===== config.mk =====
export PLATFORM = sky130hd
export DESIGN_NAME = issue_stage_top
export DESIGN_NICKNAME = d
export VERILOG_FILES = /design/src/common/issue_pkg.sv /design/src/common/sb_read_if.sv /design/src/scoreboard/scoreboard.sv /design/src/verilog/stage_reg.sv /design/src/verilog/operand_bypass.sv /design/src/verilog/issue_control.sv /design/src/verilog/issue_stage_top.sv
export SDC_FILE = /design/constraint.sdc
export NUM_CORES = 1
export LEC_CHECK = 0
export ABC_CLOCK_PERIOD_IN_PS = 5100
export BUFFER_PORTS_ARGS = -buffer_cell sky130_fd_sc_hd__buf_2
export CAP_MARGIN = 20
export CORE_ASPECT_RATIO = 1.1
export CORE_UTILIZATION = 35
export CTS_BUF_LIST = sky130_fd_sc_hd__clkbuf_8 sky130_fd_sc_hd__clkbuf_16
export DETAILED_ROUTE_END_ITERATION = 6
export GPL_ROUTABILITY_DRIVEN = 0
export MAX_ROUTING_LAYER = met4
export PLACE_DENSITY = 0.5
export SLEW_MARGIN = 20
export SYNTH_ARGS = -nofsm -noshare
export SYNTH_HDL_FRONTEND = slang
export SYNTH_SLANG_ARGS = --single-unit
export TNS_END_PERCENT = 10

===== constraint.sdc =====
create_clock -name clock -period 5.1 [get_ports clock]
set_input_delay 1.53 -clock clock [delete_from_list [all_inputs] [get_ports clock]]
set_output_delay 1.53 -clock clock [all_outputs]
set_load 0.05 [all_outputs]

===== src/common/issue_pkg.sv =====
package issue_pkg;

    typedef logic [4:0] reg_addr_t;     // architectural register index
    typedef logic [1:0] unit_t;         // functional unit code
    typedef logic [4:0] row_t;          // one-hot countdown, bit 0 = result on bypass
    typedef logic [1:0] fwd_sel_t;      // operand source at execute

    // unit codes, 3 behaves as mult
    localparam unit_t unit_alu  = 2'd0;
    localparam unit_t unit_mem  = 2'd1;
    localparam unit_t unit_mult = 2'd2;

    // operand sources
    localparam fwd_sel_t fwd_none = 2'd0;   // register file
    localparam fwd_sel_t fwd_alu  = 2'd1;
    localparam fwd_sel_t fwd_mem  = 2'd2;
    localparam fwd_sel_t fwd_mult = 2'd3;

    // start rows per unit, and the last step before retire
    localparam row_t row_alu  = 5'b00010;
    localparam row_t row_mem  = 5'b00100;
    localparam row_t row_mult = 5'b10000;
    localparam row_t row_last = 5'b00001;

    typedef struct packed {
        logic  pending;     // result still in flight
        unit_t unit;        // producer
        row_t  row;
    } sb_entry_t;

    typedef struct packed {
        reg_addr_t src_a;
        reg_addr_t src_b;
        reg_addr_t dst;
        unit_t     unit;
        logic      writes_dst;
    } issue_instr_t;

    typedef struct packed {
        issue_instr_t instr;
        fwd_sel_t     fwd_a;
        fwd_sel_t     fwd_b;
    } exec_op_t;

    // row a fresh write starts with
    function automatic row_t unit_row(input unit_t unit);
        case (unit)
            unit_alu: unit_row = row_alu;
            unit_mem: unit_row = row_mem;
            default:  unit_row = row_mult;   // mult and code 3
        endcase
    endfunction

endpackage


===== src/common/sb_read_if.sv =====
interface sb_read_if import issue_pkg::*; ();

    reg_addr_t addr;        // register being looked up
    logic      pending;
    unit_t     unit;
    row_t      row;

    // scoreboard answers the lookup
    modport scoreboard (
        input  addr,
        output pending,
        output unit,
        output row
    );

    // issue side asks and checks
    modport requester (
        output addr,
        input  pending,
        input  unit,
        input  row
    );

endinterface


===== src/scoreboard/scoreboard.sv =====
module scoreboard import issue_pkg::*; (
    input  logic          clock,
    input  logic          reset,
    sb_read_if.scoreboard rd_a,
    sb_read_if.scoreboard rd_b,
    input  logic          we,       // issue claims waddr
    input  reg_addr_t     waddr,
    input  unit_t         wunit
);

    sb_entry_t [31:0] entries;
    sb_entry_t [31:0] entries_next;

    // both lookups are plain reads of the current table
    assign rd_a.pending = entries[rd_a.addr].pending;
    assign rd_a.unit    = entries[rd_a.addr].unit;
    assign rd_a.row     = entries[rd_a.addr].row;

    assign rd_b.pending = entries[rd_b.addr].pending;
    assign rd_b.unit    = entries[rd_b.addr].unit;
    assign rd_b.row     = entries[rd_b.addr].row;

    always_comb begin
        for (int i = 0; i < 32; i++) begin
            entries_next[i].row = entries[i].row >> 1;     // one step closer
            if (entries_next[i].row == '0) begin
                // retired, entry becomes free
                entries_next[i].pending = 1'b0;
                entries_next[i].unit    = unit_alu;
            end else begin
                entries_next[i].pending = entries[i].pending;
                entries_next[i].unit    = entries[i].unit;
            end
        end

        // issue write lands on top of the shifted row
        if (we) begin
            entries_next[waddr].pending = 1'b1;
            entries_next[waddr].unit    = wunit;
            entries_next[waddr].row     = entries_next[waddr].row | unit_row(wunit);
        end
    end

    always_ff @(posedge clock or negedge reset) begin
        if (!reset) begin
            entries <= '0;      // everything free
        end else begin
            entries <= entries_next;
        end
    end

endmodule


===== src/verilog/stage_reg.sv =====
module stage_reg #(
    parameter type payload_t = logic
) (
    input  logic     clock,
    input  logic     reset,
    input  logic     load,      // take in_valid and in_data
    input  logic     bubble,    // drop the held op
    input  logic     in_valid,
    input  payload_t in_data,
    output logic     valid,
    output payload_t data
);

    // occupancy, load wins over bubble
    always_ff @(posedge clock or negedge reset) begin
        if (!reset) begin
            valid <= 1'b0;
        end else if (load) begin
            valid <= in_valid;
        end else if (bubble) begin
            valid <= 1'b0;
        end
    end

    // payload only moves on load
    always_ff @(posedge clock) begin
        if (load) begin
            data <= in_data;
        end
    end

endmodule


===== src/verilog/operand_bypass.sv =====
module operand_bypass import issue_pkg::*; (
    sb_read_if.requester rd,
    output logic         ready,     // operand can be used this cycle
    output fwd_sel_t     fwd
);

    logic on_bypass;    // producer result sits on its bypass now

    assign on_bypass = rd.pending && (rd.row == row_last);

    // free in the register file, or caught off the bypass
    assign ready = !rd.pending || on_bypass;

    always_comb begin
        fwd = fwd_none;
        if (on_bypass) begin
            case (rd.unit)
                unit_alu: fwd = fwd_alu;
                unit_mem: fwd = fwd_mem;
                default:  fwd = fwd_mult;   // code 3 too
            endcase
        end
    end

endmodule


===== src/verilog/issue_control.sv =====
module issue_control import issue_pkg::*; (
    input  logic                clock,
    input  logic                reset,
    input  logic                dec_valid,
    input  issue_instr_t        dec_instr,
    sb_read_if.requester        rd_a,
    sb_read_if.requester        rd_b,
    input  logic                ready_a,
    input  logic                ready_b,
    input  fwd_sel_t            fwd_a,
    input  fwd_sel_t            fwd_b,
    input  logic                in_valid,
    output logic                in_ready,
    output logic                load_dec,
    output logic                exec_load,
    output logic                exec_bubble,
    output exec_op_t            exec_op,
    output logic                sb_we,
    output reg_addr_t           sb_waddr,
    output unit_t               sb_wunit
);

    // rows written over the last four edges, slot k is k edges old
    reg_addr_t wr_dst_q [4];
    row_t      wr_row_q [4];

    logic dec_writes;   // decode op claims a register
    logic waw_hit;      // its dst is still owned by an older result
    logic issue;

    assign rd_a.addr = dec_instr.src_a;
    assign rd_b.addr = dec_instr.src_b;

    assign dec_writes = dec_instr.writes_dst && (dec_instr.dst != '0);   // r0 never tracked

    // dst busy while its row is above bit 0
    always_comb begin
        waw_hit = 1'b0;
        for (int k = 0; k < 4; k++) begin
            if (wr_dst_q[k] == dec_instr.dst && wr_row_q[k][4:1] != '0) begin
                waw_hit = 1'b1;
            end
        end
    end

    assign issue = dec_valid && ready_a && ready_b && !(dec_writes && waw_hit);

    assign in_ready    = !dec_valid || issue;
    assign load_dec    = in_valid ? in_ready : issue;   // empty the latch when nothing comes
    assign exec_load   = issue;
    assign exec_bubble = !issue;                        // stall cycle goes out as a bubble

    assign exec_op = '{instr: dec_instr, fwd_a: fwd_a, fwd_b: fwd_b};

    assign sb_we    = issue && dec_writes;
    assign sb_waddr = dec_instr.dst;
    assign sb_wunit = dec_instr.unit;

    // shadow of the recent writes, rows shift like the scoreboard
    always_ff @(posedge clock or negedge reset) begin
        if (!reset) begin
            for (int k = 0; k < 4; k++) begin
                wr_dst_q[k] <= '0;
                wr_row_q[k] <= '0;
            end
        end else begin
            wr_dst_q[0] <= sb_waddr;
            wr_row_q[0] <= sb_we ? unit_row(sb_wunit) : '0;
            for (int k = 1; k < 4; k++) begin
                wr_dst_q[k] <= wr_dst_q[k-1];
                wr_row_q[k] <= wr_row_q[k-1] >> 1;
            end
        end
    end

endmodule


===== src/verilog/issue_stage_top.sv =====
module issue_stage_top import issue_pkg::*; (
    input  logic      clock,
    input  logic      reset,
    input  logic      in_valid,
    input  reg_addr_t in_src_a,
    input  reg_addr_t in_src_b,
    input  reg_addr_t in_dst,
    input  unit_t     in_unit,
    input  logic      in_writes_dst,
    output logic      in_ready,
    output logic      out_valid,
    output reg_addr_t out_src_a,
    output reg_addr_t out_src_b,
    output reg_addr_t out_dst,
    output unit_t     out_unit,
    output logic      out_writes_dst,
    output fwd_sel_t  out_fwd_a,
    output fwd_sel_t  out_fwd_b
);

    sb_read_if rd_a ();     // source a lookup
    sb_read_if rd_b ();     // source b lookup

    issue_instr_t in_instr;
    issue_instr_t dec_instr;
    exec_op_t     exec_op;
    exec_op_t     exec_q;
    logic         dec_valid;
    logic         load_dec;
    logic         exec_load;
    logic         exec_bubble;
    logic         ready_a;
    logic         ready_b;
    fwd_sel_t     fwd_a;
    fwd_sel_t     fwd_b;
    logic         sb_we;
    reg_addr_t    sb_waddr;
    unit_t        sb_wunit;

    assign in_instr = '{src_a: in_src_a, src_b: in_src_b, dst: in_dst,
                        unit: in_unit, writes_dst: in_writes_dst};

    stage_reg #(.payload_t(issue_instr_t)) decode_latch (
        .clock(clock), .reset(reset),
        .load(load_dec), .bubble(1'b0),         // emptied by loading in_valid low
        .in_valid(in_valid), .in_data(in_instr),
        .valid(dec_valid), .data(dec_instr)
    );

    scoreboard scoreboard0 (
        .clock(clock), .reset(reset),
        .rd_a(rd_a), .rd_b(rd_b),
        .we(sb_we), .waddr(sb_waddr), .wunit(sb_wunit)
    );

    operand_bypass bypass_a (.rd(rd_a), .ready(ready_a), .fwd(fwd_a));
    operand_bypass bypass_b (.rd(rd_b), .ready(ready_b), .fwd(fwd_b));

    issue_control issue_control0 (
        .clock(clock), .reset(reset),
        .dec_valid(dec_valid), .dec_instr(dec_instr),
        .rd_a(rd_a), .rd_b(rd_b),
        .ready_a(ready_a), .ready_b(ready_b), .fwd_a(fwd_a), .fwd_b(fwd_b),
        .in_valid(in_valid), .in_ready(in_ready), .load_dec(load_dec),
        .exec_load(exec_load), .exec_bubble(exec_bubble), .exec_op(exec_op),
        .sb_we(sb_we), .sb_waddr(sb_waddr), .sb_wunit(sb_wunit)
    );

    stage_reg #(.payload_t(exec_op_t)) exec_latch (
        .clock(clock), .reset(reset),
        .load(exec_load), .bubble(exec_bubble),
        .in_valid(dec_valid), .in_data(exec_op),
        .valid(out_valid), .data(exec_q)
    );

    // execute sees the exec latch directly
    assign out_src_a      = exec_q.instr.src_a;
    assign out_src_b      = exec_q.instr.src_b;
    assign out_dst        = exec_q.instr.dst;
    assign out_unit       = exec_q.instr.unit;
    assign out_writes_dst = exec_q.instr.writes_dst;
    assign out_fwd_a      = exec_q.fwd_a;
    assign out_fwd_b      = exec_q.fwd_b;

endmodule


==> impl_metrics.yaml, run 1 <==
cells_and_area:
  design_area_um2: 17200
  num_antenna_cells: 0
  mostFrequentLayoutCells: "dfrtp_1 (285), nand2_1 (89), mux2i_1 (73)"
  layout_commonest_cell: "dfrtp_1"
  area_growth_pct: 13.6
  layoutNonFillerInstCount: 1775
  drive_gt1_share_pct: 27.0
  fin_nets: 1203
yosys:
  ys_top_cells_by_area: "dfrtp_1 (47%), mux4_2 (11%), edfxtp_1 (7.9%)"
  syn_avg_cell_area_um2: 12.9
  ys_async_sr_fraction_pct: 87.7
  synth-seq-cells: 325
  synth_top_cell_area_share_pct: 47.0
  synth-warning-count: 0
  synth-main-ff-cell: "dfrtp_1"
  seq_area_frac_synth_pct: 54.9
  netlist.top_cell.by_area: "dfrtp_1"
  synth_cell_types: 70
  syn_nets: 1200
  synth_area_um2: 15200
  syn_inst: 1179
  synth_edf_count: 40
drt:
  vias: 9893
  drt_iter0_markers: 1052
  wl_um: 46700
  drc_errors: 0
  antenna_left: 0
  avgViaCountPerCell: 5.57
  firstDrtPassIters: 5
  wl_per_cell_um: 26.3
global_route:
  grt_pass1_vias: 10156
  grt_pass1_wl_um: 70700
  antenna_found_initial: 0
  grtUsageTotal_pct: 22.4
  grt_max_degree: 156
  grt_overflow_total: 0
sta:
  fmax_mhz: 201
  grt_setup_unrepaired: "no"
  fin_crit_sh_pct: 97.4
  worst_slew_pin_slew_ns: 1.08
  slew_viol_final: 0
  fin_setup_tns_ns: 0
  timing.hold.ws_ns: 0.367
  setup_viol: 0
  relSlewSlack_pct: 27.7
  fin_crit_ns: 4.97
  final_hold_viol_count: 0
  worst_slack_ns: 0.131
  finalClockSkew_ns: 0.0263
clock_network:
  numCtsBuffers: 38
  clk_pin_slew_ns: 0.06
  clock_latency_ns: 0.54
  cts.sinks: 325
  cts-root-buf: "clkbuf_16"
  cts_buffer_depth: 3
  htreeDepth: 2
  holdBufCountCts: 0
  cts_tree: "yes"
worst_setup_path:
  cpLargestDelayFamily: "simple AND/OR/NAND/NOR gates"
  cp_slowest_cell: "mux4_2"
  path_buf_inv: 2
  crit_required_ns: 3.57
  cp_max_fo: 7
  end_kind: "primary output"
  worst_path_largest_cell_delay_ns: 0.53
  cp-start-kind: "register"
  path_class: "register to primary output"
  critical_path.cell_chain: "mux4_2 > or4_1 > a211o_1 > and4_2 > a21o_1 > o21ai_1 > buf_4 > clkbuf_4"
  crit_arrival_ns: 3.44
power:
  p_per_area_nw_per_um2: 599
  ir_worst_vdd_v: 0.000331
  p_switching_uw: 4390
  p_leak_uw: 0.00781
  p_sw_share_pct: 42.5
  power.internal_uw: 5940
  comb_power_share_pct: 39.7
  clkPwrFrac_pct: 25.7
  p_seq_share_pct: 34.5
die:
  core-area_um2: 42500
  boundaryPins: 45
  die_h_um: 220
  initial_core_util_pct: 35.7
  fp.dieW_um: 201
  row_count: 79
  die-area_um2: 44200
placed_design:
  dp_hpwl_um: 32500
  pre_cts_ws_ns: 0.528
  place_inst: 1705
  portBuffers: 44
  dpl_cell_area_um2: 16000
min_path:
  min_path_type: "register to register"
outcome:
  status: "finished clean"
run:
  cap_violations: 0
==> final timing paths <==
kind / startpoint / endpoint / slack (ns) / cells after the start
setup / recovery: decode_latch.data[13]$_DFFE_PP_ / in_ready / 0.13 / 8
hold / removal: scoreboard0.entries[236]$_DFF_PN0_ / scoreboard0.entries[235]$_DFF_PN0_ / 0.37 / 0
setup reg to reg: decode_latch.data[8]$_DFFE_PP_ / scoreboard0.entries[137]$_DFF_PN0_ / 0.94 / 11
hold reg to reg: scoreboard0.entries[236]$_DFF_PN0_ / scoreboard0.entries[235]$_DFF_PN0_ / 0.37 / 0
max in group asynchronous: reset / scoreboard0.entries[64]$_DFF_PN0_ / 2.87 / 2
min in group asynchronous: reset / issue_control0.wr_dst_q[10]$_DFF_PN0_ / 0.94 / 1
==> routing by layer <==
| layer | GRT usage [%] | routed length [µm] | vias up |
|---|---|---|---|
| met2 | 34.6 | 21800 | 307 |
| li1 | - | - | 4291 |
| met1 | 30.8 | 21300 | 5217 |
| met5 | - | 0 | - |
| met4 | 6.62 | 1240 | 0 |
| met3 | 3.24 | 2340 | 78 |
==> cell usage after synthesis (all sizes together) (5+ instances only) <==
library cell and n:
dfrtp 285, clkbuf 105, nand2 90, mux2 73
mux2i 73, mux4 71, edfxtp 40, nor3 36
buf 33, nor2 32, inv 30, nand3 30
nand2b 29, nor4 29, nor2b 24, o21ai 23
nand4 22, xor2 16, or4 13, a21o 11
a22oi 8, and2 7, nor4b 7, a211o 6
a211oi 6, and4 6, nor3b 6, a21oi 5
o2111ai 5
==> what timing repair did <==
| item | CTS | global route |
|---|---|---|
| gates resized for setup | 1 | 7 |
| endpoints found under the hold margin | 0 | 0 |
| setup buffers | 0 | 4 |
| gates cloned | 0 | 0 |
| endpoints found under the setup margin | 1 | 1 |
==> power groups by stage <==
stage                     clock network (µW)  registers, µW  logic, µW
after global placement                     0           3600       4050
after CTS                               2710           3570       4060
after global routing                    2810           3620       4300
after floorplan                            0           3730       2410
final                                   2660           3570       4110
after detailed placement                   0           3610       4050
==> cell families (layout without fill, tap and decap cells) <==
kind of cell,Yosys count,after routing,synth area share [%]
simple gates,341,341,13.3
flops,325,325,54.9
mux,217,217,20.8
buf+inv,170,199,4.67
compound gates,105,105,5.13
xor+xnor,20,20,1.15
other cells,1,1,0.0247
==> state kept, by name (all words and copies together), names as in the netlist <==
| signal | flops |
|---|---|
| scoreboard0.entries | 256 |
| exec_latch.data | 22 |
| issue_control0.wr_dst_q | 20 |
| decode_latch.data | 18 |
| issue_control0.wr_row_q | 7 |
| decode_latch.valid | 1 |
| exec_latch.valid | 1 |
==> through the flow <==
step                util, %  power [µW]
floorplan                 -        6140
global placement       37.6        7650
CTS                    40.4       10300
finish                 40.6       10300
detailed placement     37.6        7660
global route           40.6       10700
==> final cells by class <==
type	instances	area [µm²]
clock buffers	45	1060
clock inverters	21	153
fillers	4060	25300
inverters	32	125
multi-input cells	684	6160
flip-flops and latches	325	8330
well taps	567	709
repair buffers	101	706
Note: power is estimated with default switching activity, not from simulation.
==> run 2: changes to the inputs <==
--- a/config.mk
+++ b/config.mk
@@ -13,6 +13,7 @@
 export CTS_BUF_LIST = sky130_fd_sc_hd__clkbuf_8 sky130_fd_sc_hd__clkbuf_16
 export DETAILED_ROUTE_END_ITERATION = 6
 export GPL_ROUTABILITY_DRIVEN = 0
+export GPL_TIMING_DRIVEN = 0
 export MAX_ROUTING_LAYER = met4
 export PLACE_DENSITY = 0.5
 export SLEW_MARGIN = 20
==> run 2 against run 1 <==
  * Non-clock buffer count rose by 94
  * Worst setup slack got worse by 0.046 ns
  * Register-to-register slack got worse by 0.31 ns
  * Power rose by 2.5%
  * Largest cell class unchanged
  * Highest routed layer unchanged
  * Critical endpoint unchanged
  * Clock skew fell by 0.0058 ns
  * Hold slack improved by 0.0050 ns
  * Sequential share of layout area fell by 1.0 points
  * Wire length rose by 8.2%
  * Global-route usage rose by 1.7 points
  * Fmax fell by 0.93%
  * Clock power fell by 7.5%
  * Combinational power rose by 14%
==> impl_metrics.yaml, run 2 (synthesis results as in run 1) <==
worst_setup_path:
  critical_path.cell_chain: "buf_6 > buf_2 > nor2b_4 > a22oi_1 > nand3_1 > o21ai_0 > mux2_2 > a21o_2 > o21ai_4 > buf_6"
  worst_path_largest_cell_delay_ns: 0.54
  path_class: "register to primary output"
  r2r_slack_ns: 0.63
  crit_arrival_ns: 3.49
  cp_max_fo: 10
  rr_worst_depth: 15
  cp-start-kind: "register"
  crit_required_ns: 3.57
  cp_slowest_cell: "edfxtp_1"
  crit_top_cell: "buf_6"
  end_kind: "primary output"
die:
  core-area_um2: 42500
  die_h_um: 220
  die-area_um2: 44200
  row_count: 79
  boundaryPins: 45
  fp.dieW_um: 201
  initial_core_util_pct: 35.7
min_path:
  min_path_type: "register to register"
  hold_depth: 0
clock_network:
  cts.sinks: 325
  htreeDepth: 2
  numCtsBuffers: 35
  clk_pin_slew_ns: 0.06
  cts_buffer_depth: 3
  holdBufCountCts: 0
  cts-root-buf: "clkbuf_16"
  cts_tree: "yes"
  clock_latency_ns: 0.54
cells_and_area:
  nFillCells: 4016
  drive_gt1_share_pct: 25.6
  mostFrequentLayoutCells: "dfrtp_1 (285), clkbuf_1 (93), nand2_1 (89)"
  largest_reg_flops: 256
  postLayoutCoreUtil_pct: 41.4
  registers.top_by_ff_count: "scoreboard0.entries"
  fin_nets: 1294
  layout_commonest_cell: "dfrtp_1"
  area_growth_pct: 16.1
  reg_top3: "scoreboard0.entries (256), exec_latch.data (22), issue_control0.wr_dst_q (20)"
drt:
  drc_errors: 0
  antenna_left: 0
  wl_per_cell_um: 27.0
  drt_iter0_markers: 844
  wl_um: 50500
  avgViaCountPerCell: 5.61
  vias: 10488
  firstDrtPassIters: 5
global_route:
  grt-busiest-layer: "met2"
  grt_pass1_wl_um: 74600
  use_met2_pct: 37.5
  use_met3_pct: 4.96
  gr-usage-met1_pct: 30.5
  grt_pass1_vias: 10734
  grt_max_degree: 91
  antenna_found_initial: 4
  grtUsageTotal_pct: 24.1
  grt_overflow_total: 0
power:
  power.internal_uw: 5900
  clkPwrFrac_pct: 23.2
  p_per_area_nw_per_um2: 602
  p_seq_share_pct: 32.7
  p_switching_uw: 4700
  p_leak_uw: 0.00790
  comb_power_share_pct: 44.1
  p_sw_share_pct: 44.3
  ir_worst_vdd_v: 0.000370
sta:
  fin_crit_ns: 5.02
  final_hold_viol_count: 0
  setup_viol: 0
  fmax_mhz: 199
  fin_setup_tns_ns: 0
  worst_slack_ns: 0.0844
  fin_crit_sh_pct: 98.3
  worst_slew_pin_slew_ns: 1.17
  finalClockSkew_ns: 0.0204
  timing.hold.ws_ns: 0.372
  relSlewSlack_pct: 21.4
  slew_viol_final: 0
placed_design:
  dp_hpwl_um: 36400
  portBuffers: 44
  pre_cts_ws_ns: -0.782
run:
  cap_violations: 0
outcome:
  status: "finished clean"
==> run 2: layer usage <==
metal	part of all wire, %	vias to the layer above
li1	-	4491
met1	42	5394
met2	46	479
met3	7.5	124
met4	4.7	0
met5	0	-
==> run 2: timing repair <==
item	in CTS	in global routing
pin swaps	0	2
buffers inserted	8	4
endpoints found under the setup margin	13	1
gates resized for setup	41	17
==> run 2: through the flow <==
step / total power, µW / area [µm²] / instances
floorplan: 6140 / 15200 / 1179
detailed placement: 7880 / 16200 / 1794
global placement: 7850 / 16100 / 1790
global route: 11000 / 17600 / 1870
CTS: 10500 / 17500 / 1863
finish: 10600 / 17600 / 1870
==> run 2: cell type report <==
class                           count  area (µm²)  share of cell area (%)
Sequential cell                   325        8330                    47.3
Multi-Input combinational cell    684        6260                    35.6
Buffer                            134         623                    3.54
Clock inverter                     25         170                   0.966
Timing Repair Buffer               61         438                    2.49
Tap cell                          567         709                    4.03
Clock buffer                       39         931                    5.29
Inverter                           32         131                   0.746
Antenna cell                        3        7.51                  0.0426
==> run 2: final timing paths <==
kind | startpoint | endpoint
hold / removal | issue_control0.wr_row_q[7]$_DFF_PN0_ | issue_control0.wr_row_q[1]$_DFF_PN0_
hold reg to reg | issue_control0.wr_row_q[7]$_DFF_PN0_ | issue_control0.wr_row_q[1]$_DFF_PN0_
min in group asynchronous | reset | scoreboard0.entries[252]$_DFF_PN0_
setup / recovery | decode_latch.data[13]$_DFFE_PP_ | in_ready
setup reg to reg | decode_latch.data[13]$_DFFE_PP_ | scoreboard0.entries[188]$_DFF_PN0_
max in group asynchronous | reset | scoreboard0.entries[90]$_DFF_PN0_
==> run 2: worst max-delay path, delay by kind of cell (launching register included) <==
kind / cells / cell delay, ns
simple gates: 2 / 0.49
compound gates: 4 / 0.81
buf+inv: 3 / 0.70
mux: 1 / 0.39
flops: 1 / 0.54
==> run 2: power by group through the flow <==
stage / Clock (µW) / Combinational [µW] / Sequential [µW]
floorplan: 0 / 2410 / 3730
global placement: 0 / 4360 / 3490
detailed placement: 0 / 4390 / 3490
CTS: 2520 / 4550 / 3460
global route: 2630 / 4820 / 3510
finish: 2460 / 4670 / 3460
